===== config.mk =====
export PLATFORM = sky130hd
export DESIGN_NAME = periph_top
export DESIGN_NICKNAME = d
export VERILOG_FILES = /design/src/rtl/periph_pkg.sv /design/src/rtl/dev_bus_decode.sv /design/src/rtl/gpio_regs.sv /design/src/rtl/periph_top.sv /design/src/rtl/pwm_regs.sv
export SDC_FILE = /design/constraint.sdc
export NUM_CORES = 1
export LEC_CHECK = 0
export CAP_MARGIN = 20
export CORE_UTILIZATION = 35
export DETAILED_ROUTE_END_ITERATION = 8
export DONT_BUFFER_PORTS = 1
export GPL_TIMING_DRIVEN = 0
export RECOVER_POWER = 50
export REMOVE_ABC_BUFFERS = 1
export SYNTH_ARGS = -nofsm -noshare
export SYNTH_HDL_FRONTEND = slang
export SYNTH_SLANG_ARGS = --single-unit
export TNS_END_PERCENT = 50

===== constraint.sdc =====
create_clock -name clk_sys_i -period 2.8 [get_ports clk_sys_i]
set_clock_uncertainty 0.05 [all_clocks]
set_input_delay 0.56 -clock clk_sys_i [delete_from_list [all_inputs] [get_ports clk_sys_i]]
set_output_delay 0.56 -clock clk_sys_i [all_outputs]
set_load 0.005 [all_outputs]

===== src/rtl/periph_pkg.sv =====
// Shared bus widths, peripheral address map, register offsets and device select type.
package periph_pkg;

  ////////////////////
  // Bus widths.
  ////////////////////

  parameter int unsigned BusAddrWidth  = 32;
  parameter int unsigned BusDataWidth  = 32;
  parameter int unsigned BusByteEnable = 4;

  // Offset inside one device window, 256 bytes each.
  parameter int unsigned RegAddrWidth  = 8;

  ////////////////////
  // Address map.
  ////////////////////

  parameter logic [BusAddrWidth-1:0] GpioBase   = 32'h8000_0000;
  parameter logic [BusAddrWidth-1:0] PwmBase    = 32'h8000_1000;
  parameter logic [BusAddrWidth-1:0] DevWinMask =
      {{(BusAddrWidth - RegAddrWidth){1'b1}}, {RegAddrWidth{1'b0}}};

  // GPIO registers.
  parameter logic [RegAddrWidth-1:0] GpoOffset = 8'h0;
  parameter logic [RegAddrWidth-1:0] GpiOffset = 8'h4;

  // PWM channel register pairs.
  parameter int unsigned             PwmChanStride   = 8;
  parameter logic [RegAddrWidth-1:0] PwmDutyOffset   = 8'h0;
  parameter logic [RegAddrWidth-1:0] PwmPeriodOffset = 8'h4;

  // Target of one bus access.
  typedef enum logic [1:0] {
    DevGpio = 2'd0,
    DevPwm  = 2'd1,
    DevNone = 2'd2
  } dev_sel_e;

endpackage


===== src/rtl/dev_bus_decode.sv =====
// Bus decoder: window select, request steering, response merge and unmapped-access errors.
`timescale 1ns/1ps

module dev_bus_decode (
  input  logic                                 clk_sys_i,
  input  logic                                 arst_n_i,
  input  logic                                 bus_req_i,
  input  logic                                 bus_we_i,
  input  logic [periph_pkg::BusAddrWidth-1:0]  bus_addr_i,
  input  logic [periph_pkg::BusByteEnable-1:0] bus_be_i,
  input  logic [periph_pkg::BusDataWidth-1:0]  bus_wdata_i,
  input  logic                                 gpio_rvalid_i,
  input  logic [periph_pkg::BusDataWidth-1:0]  gpio_rdata_i,
  input  logic                                 pwm_rvalid_i,
  input  logic [periph_pkg::BusDataWidth-1:0]  pwm_rdata_i,
  output logic                                 gpio_req_o,
  output logic                                 pwm_req_o,
  output logic                                 dev_we_o,
  output logic [periph_pkg::RegAddrWidth-1:0]  dev_addr_o,
  output logic [periph_pkg::BusByteEnable-1:0] dev_be_o,
  output logic [periph_pkg::BusDataWidth-1:0]  dev_wdata_o,
  output logic                                 bus_rvalid_o,
  output logic [periph_pkg::BusDataWidth-1:0]  bus_rdata_o,
  output logic                                 bus_err_o
);
  import periph_pkg::*;

  dev_sel_e dev_sel_d;
  dev_sel_e dev_sel_q;
  logic     req_q;

  ////////////////////
  // Request path.
  ////////////////////

  always_comb begin
    if ((bus_addr_i & DevWinMask) == GpioBase) begin
      dev_sel_d = DevGpio;
    end else if ((bus_addr_i & DevWinMask) == PwmBase) begin
      dev_sel_d = DevPwm;
    end else begin
      dev_sel_d = DevNone;
    end
  end

  assign gpio_req_o  = bus_req_i & (dev_sel_d == DevGpio);
  assign pwm_req_o   = bus_req_i & (dev_sel_d == DevPwm);
  assign dev_we_o    = bus_we_i;
  assign dev_addr_o  = bus_addr_i[RegAddrWidth-1:0];
  assign dev_be_o    = bus_be_i;
  assign dev_wdata_o = bus_wdata_i;

  // Target of the access now returning.
  always_ff @(posedge clk_sys_i or negedge arst_n_i) begin
    if (!arst_n_i) begin
      req_q     <= 1'b0;
      dev_sel_q <= DevNone;
    end else begin
      req_q     <= bus_req_i;
      dev_sel_q <= dev_sel_d;
    end
  end

  ////////////////////
  // Response path.
  ////////////////////

  always_comb begin
    bus_rvalid_o = 1'b0;
    bus_rdata_o  = '0;
    bus_err_o    = 1'b0;
    case (dev_sel_q)
      DevGpio: begin
        bus_rvalid_o = req_q & gpio_rvalid_i;
        bus_rdata_o  = gpio_rdata_i;
      end
      DevPwm: begin
        bus_rvalid_o = req_q & pwm_rvalid_i;
        bus_rdata_o  = pwm_rdata_i;
      end
      default: begin
        // Unmapped, answer with an error and zero data.
        bus_rvalid_o = req_q;
        bus_err_o    = req_q;
      end
    endcase
  end

  // Device responses come back exactly one cycle after their own request.
  a_gpio_rvalid_after_req: assert property (@(posedge clk_sys_i) disable iff (!arst_n_i)
    gpio_rvalid_i |-> $past(gpio_req_o));
  a_pwm_rvalid_after_req: assert property (@(posedge clk_sys_i) disable iff (!arst_n_i)
    pwm_rvalid_i |-> $past(pwm_req_o));
  a_rvalid_onehot: assert property (@(posedge clk_sys_i) disable iff (!arst_n_i)
    !(gpio_rvalid_i && pwm_rvalid_i));

endmodule


===== src/rtl/gpio_regs.sv =====
// GPIO register block: byte-writable output register and two-flop synchronized input.
`timescale 1ns/1ps

module gpio_regs #(
  parameter int unsigned GpiWidth = 13,
  parameter int unsigned GpoWidth = 24
) (
  input  logic                                 clk_sys_i,
  input  logic                                 arst_n_i,
  input  logic                                 req_i,
  input  logic                                 we_i,
  input  logic [periph_pkg::RegAddrWidth-1:0]  addr_i,
  input  logic [periph_pkg::BusByteEnable-1:0] be_i,
  input  logic [periph_pkg::BusDataWidth-1:0]  wdata_i,
  input  logic [GpiWidth-1:0]                  gp_i,
  output logic                                 rvalid_o,
  output logic [periph_pkg::BusDataWidth-1:0]  rdata_o,
  output logic [GpoWidth-1:0]                  gp_o
);
  import periph_pkg::*;

  logic [GpoWidth-1:0]     gpo_q;
  logic [GpiWidth-1:0]     gpi_meta_q;
  logic [GpiWidth-1:0]     gpi_sync_q;
  logic [BusDataWidth-1:0] be_mask;
  logic                    gpo_we;
  logic [BusDataWidth-1:0] rdata_d;

  // Expand byte enables to a bit mask.
  always_comb begin
    for (int b = 0; b < BusByteEnable; b++) begin
      be_mask[b*8 +: 8] = {8{be_i[b]}};
    end
  end

  assign gpo_we = req_i & we_i & (addr_i == GpoOffset);

  always_comb begin
    rdata_d = '0;
    if (addr_i == GpoOffset) begin
      rdata_d = BusDataWidth'(gpo_q);
    end else if (addr_i == GpiOffset) begin
      rdata_d = BusDataWidth'(gpi_sync_q);
    end
  end

  always_ff @(posedge clk_sys_i or negedge arst_n_i) begin
    if (!arst_n_i) begin
      gpo_q      <= '0;
      gpi_meta_q <= '0;
      gpi_sync_q <= '0;
      rvalid_o   <= 1'b0;
      rdata_o    <= '0;
    end else begin
      gpi_meta_q <= gp_i;
      gpi_sync_q <= gpi_meta_q;
      rvalid_o   <= req_i;
      if (req_i) begin
        rdata_o <= rdata_d;
      end
      // Only enabled bytes change.
      if (gpo_we) begin
        gpo_q <= (gpo_q & ~be_mask[GpoWidth-1:0]) |
                 (wdata_i[GpoWidth-1:0] & be_mask[GpoWidth-1:0]);
      end
    end
  end

  assign gp_o = gpo_q;

endmodule


===== src/rtl/periph_top.sv =====
// Peripheral top level: bus decoder with GPIO and PWM register blocks.
`timescale 1ns/1ps

module periph_top #(
  parameter int unsigned GpiWidth   = 13,
  parameter int unsigned GpoWidth   = 24,
  parameter int unsigned PwmWidth   = 12,
  parameter int unsigned PwmCtrSize = 8
) (
  input  logic                                 clk_sys_i,
  input  logic                                 arst_n_i,
  input  logic                                 bus_req_i,
  input  logic                                 bus_we_i,
  input  logic [periph_pkg::BusAddrWidth-1:0]  bus_addr_i,
  input  logic [periph_pkg::BusByteEnable-1:0] bus_be_i,
  input  logic [periph_pkg::BusDataWidth-1:0]  bus_wdata_i,
  input  logic [GpiWidth-1:0]                  gp_i,
  output logic                                 bus_rvalid_o,
  output logic [periph_pkg::BusDataWidth-1:0]  bus_rdata_o,
  output logic                                 bus_err_o,
  output logic [GpoWidth-1:0]                  gp_o,
  output logic [PwmWidth-1:0]                  pwm_o
);
  import periph_pkg::*;

  // Shared device request lines.
  logic                     gpio_req;
  logic                     pwm_req;
  logic                     dev_we;
  logic [RegAddrWidth-1:0]  dev_addr;
  logic [BusByteEnable-1:0] dev_be;
  logic [BusDataWidth-1:0]  dev_wdata;

  // Device responses.
  logic                     gpio_rvalid;
  logic [BusDataWidth-1:0]  gpio_rdata;
  logic                     pwm_rvalid;
  logic [BusDataWidth-1:0]  pwm_rdata;

  dev_bus_decode u_decode (
    .clk_sys_i    (clk_sys_i),
    .arst_n_i     (arst_n_i),
    .bus_req_i    (bus_req_i),
    .bus_we_i     (bus_we_i),
    .bus_addr_i   (bus_addr_i),
    .bus_be_i     (bus_be_i),
    .bus_wdata_i  (bus_wdata_i),
    .gpio_rvalid_i(gpio_rvalid),
    .gpio_rdata_i (gpio_rdata),
    .pwm_rvalid_i (pwm_rvalid),
    .pwm_rdata_i  (pwm_rdata),
    .gpio_req_o   (gpio_req),
    .pwm_req_o    (pwm_req),
    .dev_we_o     (dev_we),
    .dev_addr_o   (dev_addr),
    .dev_be_o     (dev_be),
    .dev_wdata_o  (dev_wdata),
    .bus_rvalid_o (bus_rvalid_o),
    .bus_rdata_o  (bus_rdata_o),
    .bus_err_o    (bus_err_o)
  );

  gpio_regs #(
    .GpiWidth(GpiWidth),
    .GpoWidth(GpoWidth)
  ) u_gpio (
    .clk_sys_i(clk_sys_i),
    .arst_n_i (arst_n_i),
    .req_i    (gpio_req),
    .we_i     (dev_we),
    .addr_i   (dev_addr),
    .be_i     (dev_be),
    .wdata_i  (dev_wdata),
    .gp_i     (gp_i),
    .rvalid_o (gpio_rvalid),
    .rdata_o  (gpio_rdata),
    .gp_o     (gp_o)
  );

  pwm_regs #(
    .PwmWidth  (PwmWidth),
    .PwmCtrSize(PwmCtrSize)
  ) u_pwm (
    .clk_sys_i(clk_sys_i),
    .arst_n_i (arst_n_i),
    .req_i    (pwm_req),
    .we_i     (dev_we),
    .addr_i   (dev_addr),
    .be_i     (dev_be),
    .wdata_i  (dev_wdata),
    .rvalid_o (pwm_rvalid),
    .rdata_o  (pwm_rdata),
    .pwm_o    (pwm_o)
  );

endmodule


===== src/rtl/pwm_regs.sv =====
// PWM register block: per-channel duty and period registers with free-running counters.
`timescale 1ns/1ps

module pwm_regs #(
  parameter int unsigned PwmWidth   = 12,
  parameter int unsigned PwmCtrSize = 8
) (
  input  logic                                 clk_sys_i,
  input  logic                                 arst_n_i,
  input  logic                                 req_i,
  input  logic                                 we_i,
  input  logic [periph_pkg::RegAddrWidth-1:0]  addr_i,
  input  logic [periph_pkg::BusByteEnable-1:0] be_i,
  input  logic [periph_pkg::BusDataWidth-1:0]  wdata_i,
  output logic                                 rvalid_o,
  output logic [periph_pkg::BusDataWidth-1:0]  rdata_o,
  output logic [PwmWidth-1:0]                  pwm_o
);
  import periph_pkg::*;

  localparam int unsigned ChanShift = $clog2(PwmChanStride);
  localparam int unsigned ChanIdxW  = RegAddrWidth - ChanShift;

  logic [PwmCtrSize-1:0]   duty_q   [PwmWidth];
  logic [PwmCtrSize-1:0]   period_q [PwmWidth];
  logic [PwmCtrSize-1:0]   ctr_q    [PwmWidth];
  logic [PwmWidth-1:0]     duty_we;
  logic [PwmWidth-1:0]     period_we;
  logic [ChanIdxW-1:0]     chan_idx;
  logic [ChanShift-1:0]    sub_off;
  logic                    wr_en;
  logic [BusDataWidth-1:0] rdata_d;

  ////////////////////
  // Address decode.
  ////////////////////

  assign chan_idx = addr_i[RegAddrWidth-1:ChanShift];
  assign sub_off  = addr_i[ChanShift-1:0];

  // Registers hold one byte, so byte lane 0 gates writes.
  assign wr_en = req_i & we_i & be_i[0];

  ////////////////////
  // Channels.
  ////////////////////

  for (genvar i = 0; i < PwmWidth; i++) begin : gen_chan
    assign duty_we[i]   = wr_en & (chan_idx == ChanIdxW'(i)) &
                          (sub_off == PwmDutyOffset[ChanShift-1:0]);
    assign period_we[i] = wr_en & (chan_idx == ChanIdxW'(i)) &
                          (sub_off == PwmPeriodOffset[ChanShift-1:0]);

    always_ff @(posedge clk_sys_i or negedge arst_n_i) begin
      if (!arst_n_i) begin
        duty_q[i]   <= '0;
        period_q[i] <= '0;
        ctr_q[i]    <= '0;
      end else begin
        if (duty_we[i]) begin
          duty_q[i] <= wdata_i[PwmCtrSize-1:0];
        end
        // New period restarts the cycle.
        if (period_we[i]) begin
          period_q[i] <= wdata_i[PwmCtrSize-1:0];
          ctr_q[i]    <= '0;
        end else if (ctr_q[i] == period_q[i]) begin
          ctr_q[i] <= '0;
        end else begin
          ctr_q[i] <= ctr_q[i] + 1'b1;
        end
      end
    end

    assign pwm_o[i] = ctr_q[i] < duty_q[i];

    // Counter wraps at the period.
    a_ctr_in_period: assert property (@(posedge clk_sys_i) disable iff (!arst_n_i)
      ctr_q[i] <= period_q[i]);
  end

  ////////////////////
  // Read response.
  ////////////////////

  // Offsets past the last channel match nothing and read zero.
  always_comb begin
    rdata_d = '0;
    for (int c = 0; c < PwmWidth; c++) begin
      if (chan_idx == ChanIdxW'(c)) begin
        if (sub_off == PwmDutyOffset[ChanShift-1:0]) begin
          rdata_d = BusDataWidth'(duty_q[c]);
        end else if (sub_off == PwmPeriodOffset[ChanShift-1:0]) begin
          rdata_d = BusDataWidth'(period_q[c]);
        end
      end
    end
  end

  always_ff @(posedge clk_sys_i or negedge arst_n_i) begin
    if (!arst_n_i) begin
      rvalid_o <= 1'b0;
      rdata_o  <= '0;
    end else begin
      rvalid_o <= req_i;
      if (req_i) begin
        rdata_o <= rdata_d;
      end
    end
  end

endmodule


==> results of run 1 <==
-- registers in the layout, summed over array words and instances, names as in the netlist, named ones only --
name	cells
u_pwm.duty_q	96
u_decode.dev_sel_q	2
u_gpio.rvalid_o	1
u_pwm.rdata_o	8
u_pwm.period_q	96
u_decode.req_q	1
u_gpio.rdata_o	24
u_gpio.gpi_sync_q	13
u_pwm.ctr_q	96
u_gpio.gpi_meta_q	13
u_pwm.rvalid_o	1
-- routing by layer --
| layer | GRT usage [%] | part of all wire [%] | vias up |
|---|---|---|---|
| li1 | - | - | 6171 |
| met1 | 25.0 | 45 | 6806 |
| met2 | 29.0 | 45 | 324 |
| met3 | 4.96 | 7.2 | 75 |
| met4 | 5.92 | 2.8 | 0 |
| met5 | 0 | 0 | - |
-- Yosys cell counts (3+ instances only) --
library cell / n
dfrtp_1: 374
mux2_2: 205
nor2_1: 197
xnor2_1: 104
inv_1: 98
ha_1: 96
mux2i_1: 84
xor2_1: 64
nand2_1: 54
nand3_1: 54
o21ai_0: 54
clkbuf_1: 41
a21oi_1: 38
nand4_1: 30
o22ai_1: 28
and3_1: 24
nor3_1: 22
and2_1: 21
a221oi_1: 16
nor2b_1: 15
nand2b_1: 14
o41ai_1: 12
buf_2: 10
a31oi_1: 8
buf_1: 8
buf_4: 8
mux2_4: 8
nor4_1: 8
nor2_2: 6
nor3_2: 6
mux4_2: 5
o32ai_1: 4
o21ai_1: 3
o22a_1: 3
-- critical path, stage by stage, from the launching register on --
cell and delay, ns:
dfrtp_1 0.44, ha_1 0.31, a21oi_1 0.13, nor2b_1 0.06, o21ai_0 0.17, a21oi_1 0.11, o41ai_2 0.32
-- cell type report --
type	count	area (um2)	area share [%]
Clock inverter	15	221	0.991
Tap cell	748	936	4.19
Inverter	99	372	1.66
Timing Repair Buffer	35	358	1.60
Multi-Input combinational cell	1225	9810	43.9
Sequential cell	375	9400	42.1
Clock buffer	59	1250	5.58
-- cells in the final DEF (no fill, tap or decap), types with 15 or more instances in the layout --
master,netlist,layout
dfrtp_1,374,364
nand2_1,54,54
a21oi_1,38,29
clkbuf_16,0,43
nand3_1,54,54
a221oi_1,16,16
ha_1,96,91
o22ai_1,28,28
and3_1,24,24
mux2i_1,84,84
nor2_1,197,188
nor3_1,22,22
mux2_2,205,205
inv_1,98,96
o21ai_0,54,48
buf_4,8,17
nand4_1,30,30
and2_1,21,22
xnor2_1,104,104
xor2_1,64,64
nor2b_1,15,15
-- power groups by stage --
stage               registers [W]  clock network, W   logic, W
CTS                       0.00545           0.00596   0.000111
global route              0.00544           0.00619   0.000120
detailed placement        0.00554                 0  0.0000935
global placement          0.00554                 0  0.0000917
floorplan                 0.00554                 0  0.0000723
finish                    0.00545           0.00581   0.000116
-- metrics by stage --
step | util, % | cell area [um2] | power [W] | setup WS [ns] | hold slack (ns)
floorplan | - | 19300 | 0.00562 | -0.366 | 0.214
CTS | 40.3 | 22200 | 0.0115 | -0.158 | -0.411
global route | 40.6 | 22300 | 0.0118 | -0.0757 | -0.414
finish | 40.6 | 22300 | 0.0114 | 0.0827 | -0.382
detailed placement | 36.8 | 20300 | 0.00564 | -1.24 | 0.223
global placement | 36.6 | 20200 | 0.00564 | -1.85 | 0.227
-- cell families (layout without fill, tap and decap cells) --
logic type	Yosys count	in the layout
adder cells (fa/ha/maj)	96	96
other	1	8
AO/OA/AOI/OAI	184	184
multiplexers	302	302
XOR/XNOR	168	168
AND/OR/NAND/NOR	467	467
buffers and inverters	167	208
flip-flops	375	375
-- timing repair --
item | 4_1_cts | 5_1_grt
setup buffers | 12 | 5
endpoints found under the hold margin | 389 | 375
pin swaps | 21 | 8
setup endpoints to repair | 149 | 226
gates resized for setup | 53 | 14
-- worst max path at each step --
stage | startpoint | to | cells after the start
after floorplan | bus_addr_i[27] | flop | 7
after global placement | bus_addr_i[27] | flop | 7
after detailed placement | bus_addr_i[21] | flop | 8
after CTS | bus_addr_i[21] | flop | 8
after global routing | u_pwm.ctr_q[33] | pwm_o[7] | 6
final | u_pwm.ctr_q[33] | pwm_o[7] | 6
==> metrics, run 1 <==
Rows 86; reg-to-reg startpoint u_pwm.period_q[39]; Max Fclk 368 MHz; mean cell area of the mapped netlist 11.1 um2; status complete, but fails checks; number of distinct library cells after synthesis 61; Reg-to-Reg End u_pwm.rdata_o[7]; Post-Route Setup TNS 0 ns; RSZ-0062 raised after global routing true; r2r setup slk 0.98 ns; pwr/cell area 509 nW/um2; clock share of power 51.1%; die extent in y 238 um; drt first pass iters 6; HP Class input pin to asynchronous set/reset pin; period utilization 97.0%; Max IR drop VDD 0.432 mV; Worst-Skew Late Latency 0.58 ns; # diodes 0; global route overflow 0; register bit total from synthesis 375; Critical Path AT 2.11 ns; CTS tree yes; dominant cell type by area after synthesis dfrtp_1; failing checks negative hold slack; CP required 2.19 ns; CP Launch Type flop; post-synthesis simple-gate area fraction 11.5%; combinational share of power 1.0%; Non-Filler Instances 2,556; Final nets 1,960; number of synthesis warnings 0; post-synthesis mux area share 17.3%; Placed Instances 2,451; final wirelength 52.1 mm; layout cells sized above 1 20.9%; area added between synthesis and finish 14.4%; synthesized-area fraction occupied by adder cells 6.15%; Max-Cap Viols 0; Clock Sinks 375; DRC viols 0; CTS clock-pin slew for the worst setup and hold paths 0.06 ns; Switching Share 20.9%; H-Tree Depth 2; vias 13,376; final hold violations 375; largest net degree at the start of global routing 376; antenna-violating nets left 0; post-route minimum period 2.72 ns; HPWL after DPL 35.5 mm; Post-synth EDFFs 0; Pleak 9.98 nW; IO Pins 155; Total GRT Usage 18.6%; initial core utilization 35.5%; Seq/Total Area, Yosys 48.0%; reg2reg path depth 4; gp weighted congestion 0.932; Port-buffer cells 0; Clock Path Buffers 3; worst hold slack -0.382 ns; Area contributors post-synth dfrtp_1, mux2_2, ha_1; drt initial violations 956; Int Pwr 0.00899 W; CTS Hold Bufs 14; Final Slew Violations 0; initial antenna violation count 0; Synth Area in Compound Gates 5.94%; DIE WIDTH 238 um; WL/cell 20.4 um; top_reg_cell synth dfrtp_1; Slew HR 39.9%; Critical Path Fanout Max 5; Synth Cell Area 19,500 um2; # setup viols final 0; vias in the first global route 13,721; FFs w/ async S/R, synth 100%; largest family of logic cells by synthesized area multiplexers; share of the synthesized area in the top cell type 47.9%; CORE AREA 55,100 um2; filler cell count in the final layout 5,237; first-pass GRT wire length 81.4 mm; xor/xnor share of the synthesized area 7.53%; sequential share of power 47.9%; clk root buf clkbuf_16; cts bufs inserted 43; kind of end point of the critical path output pin; Slew @ Worst Pin 0.899 ns; via/cell ratio 5.23; die area 56,800 um2; post-synthesis instance total 1,760; critical path class flop to output pin; Sw Pwr 0.00238 W
Power figures use the tool's default switching activity.
==> inputs of run 2 (changes only) <==
==> constraint.sdc (replaced) <==
create_clock -name clk_sys_i -period 2.8 [get_ports clk_sys_i]
set_clock_uncertainty 0.05 [all_clocks]
set_input_delay 0.56 -clock clk_sys_i [delete_from_list [all_inputs] [get_ports clk_sys_i]]
set_output_delay 0.56 -clock clk_sys_i [all_outputs]
set_load 0.1 [all_outputs]
==> run 2 against run 1 <==
The run ends with negative hold slack, negative setup slack left. Worst hold slack about the same. Final area grew 3.8%. Clock-buffer cell count up 6. Register-to-register slack worse by 0.03 ns. First-iteration DRC count rose by 0.31%. Clock power about the same. Worst setup slack worse by 0.28 ns. Via count grew 2.3%. Largest power group unchanged. Maximum frequency fell by 9.4%.
==> metrics, run 2 (same netlist as run 1, synthesis figures left out) <==
Slew @ Worst Pin 1.27 ns (+0.373 ns); most common cell after layout, fill and taps aside dfrtp_1; CP top delay family compound AO/OA/AOI/OAI gates; CP required 2.19 ns (about the same); Total GRT Usage 18.9% (+0.35 points); Max Fclk 333 MHz (-9.4%); gp weighted congestion 0.932 (unchanged); vias in the first global route 14,024 (+2.2%); dpl ws -1.20 ns (+0.0463 ns); Max-Cap Viols 0 (unchanged); Clock Path Buffers 3 (unchanged); # setup viols final 11 (+11); Final Worst Setup Slack -0.200 ns (-0.283 ns); Port-buffer cells 0 (unchanged); RSZ-0062 raised after global routing true; global route overflow 0 (unchanged); die area 56,800 um2 (unchanged); Max IR drop VDD 0.407 mV (-5.8%); DIE WIDTH 238 um (unchanged); CP most frequent cell a21oi_2; drt first pass iters 7 (+1); Critical Path Fanout Max 5 (unchanged); first-pass GRT wire length 82.6 mm (+1.5%); via/cell ratio 5.26 (+0.52%); top flop regs u_pwm.ctr_q x96, u_pwm.duty_q x96, u_pwm.period_q x96; Slew HR 15.2% (-25 points); Critical-path top delay cell dfrtp_2; vias 13,687 (+2.3%); CTS Hold Bufs 14 (unchanged); H-Tree Depth 2 (unchanged); Worst-Skew Late Latency 0.59 ns (about the same); pwr/cell area 492 nW/um2 (-3.3%); Final nets 2,004 (+2.2%); initial core utilization 35.5% (unchanged); antenna-violating nets left 0 (unchanged); failing checks negative hold slack, negative setup slack; reg2reg path depth 6 (+2); max incr delay on CP 0.44 ns (about the same); layout cells sized above 1 26.7% (+5.8 points); period utilization 107% (+10 points); Rows 86 (unchanged); Final Slew Violations 0 (unchanged); kind of end point of the critical path output pin; Critical Path AT 2.39 ns (+0.28 ns); CP Launch Type flop; worst hold slack -0.382 ns (-0.000208 ns); status complete, but fails checks; Clock Sinks 375 (unchanged); IO Pins 155 (unchanged); WL/cell 20.5 um (+0.52%); Non-Filler Instances 2,602 (+1.8%); drt initial violations 959 (+0.31%); Crit path depth 7 (+1); final wirelength 53.3 mm (+2.3%); final hold violations 374 (-0.27%); CTS tree yes; clk root buf clkbuf_16; CORE AREA 55,100 um2 (unchanged); initial antenna violation count 1 (+1); HP Class input pin to asynchronous set/reset pin; area added between synthesis and finish 18.7%; Cell Chain, Critical Path ha_4 > a21oi_2 > nor2b_1 > o21ai_1 > a21oi_2 > o41ai_4 > clkbuf_16; Placed Instances 2,463 (+0.49%); Post-Route Utilization 42.1% (+1.5 points); commonest cells after routing, fill and taps aside dfrtp_1, mux2_2, nor2_1; DRC viols 0 (unchanged); critical path class flop to output pin; HPWL after DPL 35.7 mm (+0.65%); post-route minimum period 3.00 ns (+0.283 ns); cts bufs inserted 43 (unchanged); Pleak 10.3 nW (+3.0%); critical path buffer and inverter count 1 (+1); die extent in y 238 um (unchanged); largest net degree at the start of global routing 376 (unchanged); CTS clock-pin slew for the worst setup and hold paths 0.06 ns (about the same)
run 2: cell types whose count changed in the layout (fill, tap and decap cells not counted), sizes merged:
cell / delta
clkbuf: +16
clkinvlp: -2
clkinv: -2
buf: +34
diode: +1
inv: -1
run 2: worst reg2reg max path, stage by stage (launching register included):
cell and delay (ns):
dfrtp_2 0.43, buf_4 0.14, buf_4 0.15, xor2_1 0.16, nor4_1 0.31, a41o_1 0.40, nor2_1 0.09
run 2: repair_timing:
item | 4_1_cts | 5_1_grt
resized for setup | 107 | 51
pin swaps | 46 | 43
endpoints found under the hold margin | 389 | 375
setup endpoints to repair | 158 | 108
setup buffers | 33 | 16
run 2: cell type report:
class	instances	area [um2]
flip-flops and latches	375	9420
repair buffers	79	891
diodes	1	2.50
fillers	5271	31900
inverters	99	372
clock inverters	10	188
well taps	748	936
multi-input cells	1225	10100
clock buffers	65	1260
run 2: per-stage QoR:
stage	setup TNS [ns]	hold WS, ns	area, um2	power, W
finish	-0.898	-0.382	23200	0.0114
detailed placement	-159.47	0.224	20700	0.00569
global route	-2.22	-0.408	23200	0.0118
CTS	-2.66	-0.409	22900	0.0115
global placement	-248.74	0.227	20200	0.00569
floorplan	-33.07	0.214	19300	0.00567
run 2: routing by layer:
layer	track usage, %	vias up	wire [um]
met5	0	-	0
met4	7.46	0	1850
met3	4.63	98	3930
met2	29.4	370	24000
met1	25.3	6952	23500
li1	-	6267	-
run 2: path summary, 6_finish.rpt:
path	end	start	slack, ns
setup / recovery	pwm_o[9]	u_pwm.ctr_q[17]	-0.20
hold / removal	u_gpio.rdata_o[19]	arst_n_i	-0.38
setup reg to reg	u_pwm.ctr_q[69]	u_pwm.ctr_q[66]	0.95
hold reg to reg	u_gpio.gpi_sync_q[7]	u_gpio.gpi_meta_q[7]	0.30
max in group asynchronous	u_pwm.ctr_q[33]	arst_n_i	1.94
min in group clk_sys_i	u_decode.dev_sel_q[0]	bus_addr_i[12]	0.05
run 2: power by group:
part | internal, W | total [W] | switching (W)
Combinational | 0.0000583 | 0.000172 | 0.000114
Clock | 0.00348 | 0.00579 | 0.00231
Sequential | 0.00544 | 0.00545 | 0.00000620
==> inputs of run 3 (changes only) <==
--- a/config.mk
+++ b/config.mk
@@ -6,6 +6,7 @@
 export NUM_CORES = 1
 export LEC_CHECK = 0
 export CAP_MARGIN = 20
+export CORE_ASPECT_RATIO = 1.75
 export CORE_UTILIZATION = 35
 export DETAILED_ROUTE_END_ITERATION = 8
 export DONT_BUFFER_PORTS = 1
==> run 3 against run 2 <==
The flow finishes with violations (negative hold slack, max-slew violations, negative setup slack). Die area barely moved. Clock power fell by 13%. Power fell by 6.4%. Final area fell by 1.7%. Combinational power barely moved. First-iteration DRC count fell by 27%. Non-clock buffer count fell by 7. Sequential power barely moved. Critical path depth did not move. Utilization fell by 0.81 points.
==> metrics, run 3 (same netlist as run 1, synthesis figures left out) <==
Slew @ Worst Pin 1.87 ns (+0.594 ns); Final Worst Setup Slack -0.263 ns (-0.0631 ns); top flop regs u_pwm.ctr_q x96, u_pwm.duty_q x96, u_pwm.period_q x96; Critical Path AT 2.45 ns (+0.06 ns); Met3 Wirelength 2.44 mm (-38%); worst hold slack -0.289 ns (+0.0925 ns); largest net degree at the start of global routing 376 (unchanged); Slew HR -24.4% (-40 points); post-route minimum period 3.06 ns (+0.0631 ns); Rows 114 (+33%); Critical Path Fanout Max 3 (-2); placed cell area 20,600 um2 (-0.42%); global route overflow 0 (unchanged); pwr/cell area 469 nW/um2 (-4.7%); Max Fclk 326 MHz (-2.1%); vias 13,579 (-0.79%); Total GRT Usage 19.7% (+0.77 points); most common cell after layout, fill and taps aside dfrtp_1; Int Pwr 0.00838 W (-6.6%); combinational share of power 1.6% (about the same); Post-Route Utilization 41.3% (-0.81 points); H-Tree Depth 2 (unchanged); drt first pass iters 4 (-3); # setup viols final 8 (-3); vias in the first global route 14,286 (+1.9%); gp weighted congestion 0.895 (-4.0%); Worst-Skew Late Latency 0.55 ns (-0.04 ns); initial core utilization 35.4% (-0.069 points); uppermost layer routed met4; CORE AREA 55,200 um2 (+0.20%); kind of end point of the critical path output pin; CP Launch Type flop; final wirelength 55.3 mm (+3.8%); reg-to-reg startpoint u_pwm.period_q[22]; Final Slew Violations 175 (+175); antenna-violating nets left 0 (unchanged); reg2reg path depth 4 (-2); area added between synthesis and finish 16.7%; CTS tree yes; dpl ws -1.18 ns (+0.0171 ns); first-pass GRT wire length 85.2 mm (+3.1%); CTS clock-pin slew for the worst setup and hold paths 0.06 ns (about the same); Max-Cap Viols 0 (unchanged); via/cell ratio 5.37 (+2.0%); r2r setup slk 0.38 ns (-0.57 ns); period utilization 109% (+2.3 points); HP Class input pin to asynchronous set/reset pin; Switching Share 21.5% (+0.20 points); CTS Hold Bufs 14 (unchanged); critical path class flop to output pin; Clock Path Buffers 3 (unchanged); wl on met1 19.9 mm (-15%); Sw Pwr 0.00230 W (-5.5%); clk root buf clkbuf_16; Final Cell Area 22,800 um2 (-1.7%); WL/cell 21.9 um (+6.7%); Max IR drop VDD 0.450 mV (+11%); initial antenna violation count 1 (unchanged); die area 56,800 um2 (about the same); drt initial violations 700 (-27%); clock share of power 47.4% (-3.4 points); Pleak 10.1 nW (-1.8%); metal2 WL 29.7 mm (+24%); status complete, but fails checks; Clock Sinks 375 (unchanged); filler cell count in the final layout 5,179 (-1.7%); DIE WIDTH 181 um (-24%); Port-buffer cells 0 (unchanged); failing checks negative hold slack, max-slew violations, negative setup slack; Final nets 1,990 (-0.70%); Post-Route Setup TNS -0.773 ns (+0.125 ns); DRC viols 0 (unchanged); IO Pins 155 (unchanged); final hold violations 196 (-48%); CP required 2.19 ns (about the same); cts bufs inserted 36 (-16%); HPWL after DPL 38.5 mm (+7.8%); Reg-to-Reg End u_pwm.rdata_o[6]; commonest cells after routing, fill and taps aside dfrtp_1, mux2_2, nor2_1; RSZ-0062 raised after global routing true; sequential share of power 51.0% (+3.3 points); die extent in y 315 um (+32%); layout cells sized above 1 25.8% (-0.87 points)
-- run 3: changes by cell type in the layout (fill, tap and decap cells not counted), moves of 4 or more --
cell and change:
nor2_2 -4, clkbuf_1 -5, buf_4 -5, clkbuf_16 -6, dfrtp_2 -6, clkbuf_8 -7
dfrtp_1 +6, nor2_4 +4, clkinv_2 +4
-- run 3: per-layer routing --
metal | track usage (%) | vias to the layer above
met1 | 20.2 | 6857
met3 | 3.29 | 126
met4 | 11.4 | 0
met2 | 37.5 | 371
li1 | - | 6225
met5 | 0 | -
-- run 3: area by class of cell --
type	count	area (um2)	share of cell area, %
clock inverter	16	196	0.862
antenna	1	2.50	0.0110
tap	696	871	3.82
clock buffer	47	993	4.36
multi-input combinational	1225	10100	44.4
timing repair buffer	72	806	3.54
sequential	375	9410	41.3
inverter	99	375	1.65
-- run 3: worst max path at each step --
stage | start | end | slack, ns | depth (start not counted)
after floorplan | u_pwm.ctr_q[1] | pwm_o[11] | -1.94 | 6
after global placement | u_pwm.ctr_q[89] | pwm_o[0] | -2.61 | 6
after detailed placement | bus_addr_i[27] | flop | -1.18 | 7
after CTS | u_pwm.ctr_q[9] | pwm_o[10] | -0.30 | 7
after global routing | u_pwm.ctr_q[41] | pwm_o[6] | -0.39 | 7
final | u_pwm.ctr_q[41] | pwm_o[6] | -0.26 | 7
-- run 3: worst max-delay path, stage by stage, from the launching register on --
cell and delay (ns):
dfrtp_2 0.44, ha_4 0.25, a21oi_2 0.14, nor2b_1 0.06
o21ai_1 0.17, a21oi_2 0.10, o41ai_4 0.47, clkbuf_16 0.28
-- run 3: timing repair --
action                                 in CTS  in global routing
buffers inserted                           25                 17
pin swaps                                  38                 42
endpoints found under the hold margin     389                374
setup endpoints to repair                 269                117
resized for setup                         103                 51
-- run 3: through the flow --
stage	cells	power, W
final	2531	0.0107
after global routing	2531	0.0110
after CTS	2513	0.0108
after detailed placement	2411	0.00569
after global placement	2395	0.00569
after floorplan	1699	0.00567
-- run 3: power groups by stage --
| stage | Sequential, W | Combinational (W) | Clock [W] |
|---|---|---|---|
| finish | 0.00544 | 0.000170 | 0.00506 |
| global route | 0.00544 | 0.000175 | 0.00538 |
| CTS | 0.00544 | 0.000168 | 0.00519 |
| detailed placement | 0.00555 | 0.000149 | 0 |
| global placement | 0.00554 | 0.000148 | 0 |
| floorplan | 0.00554 | 0.000127 | 0 |
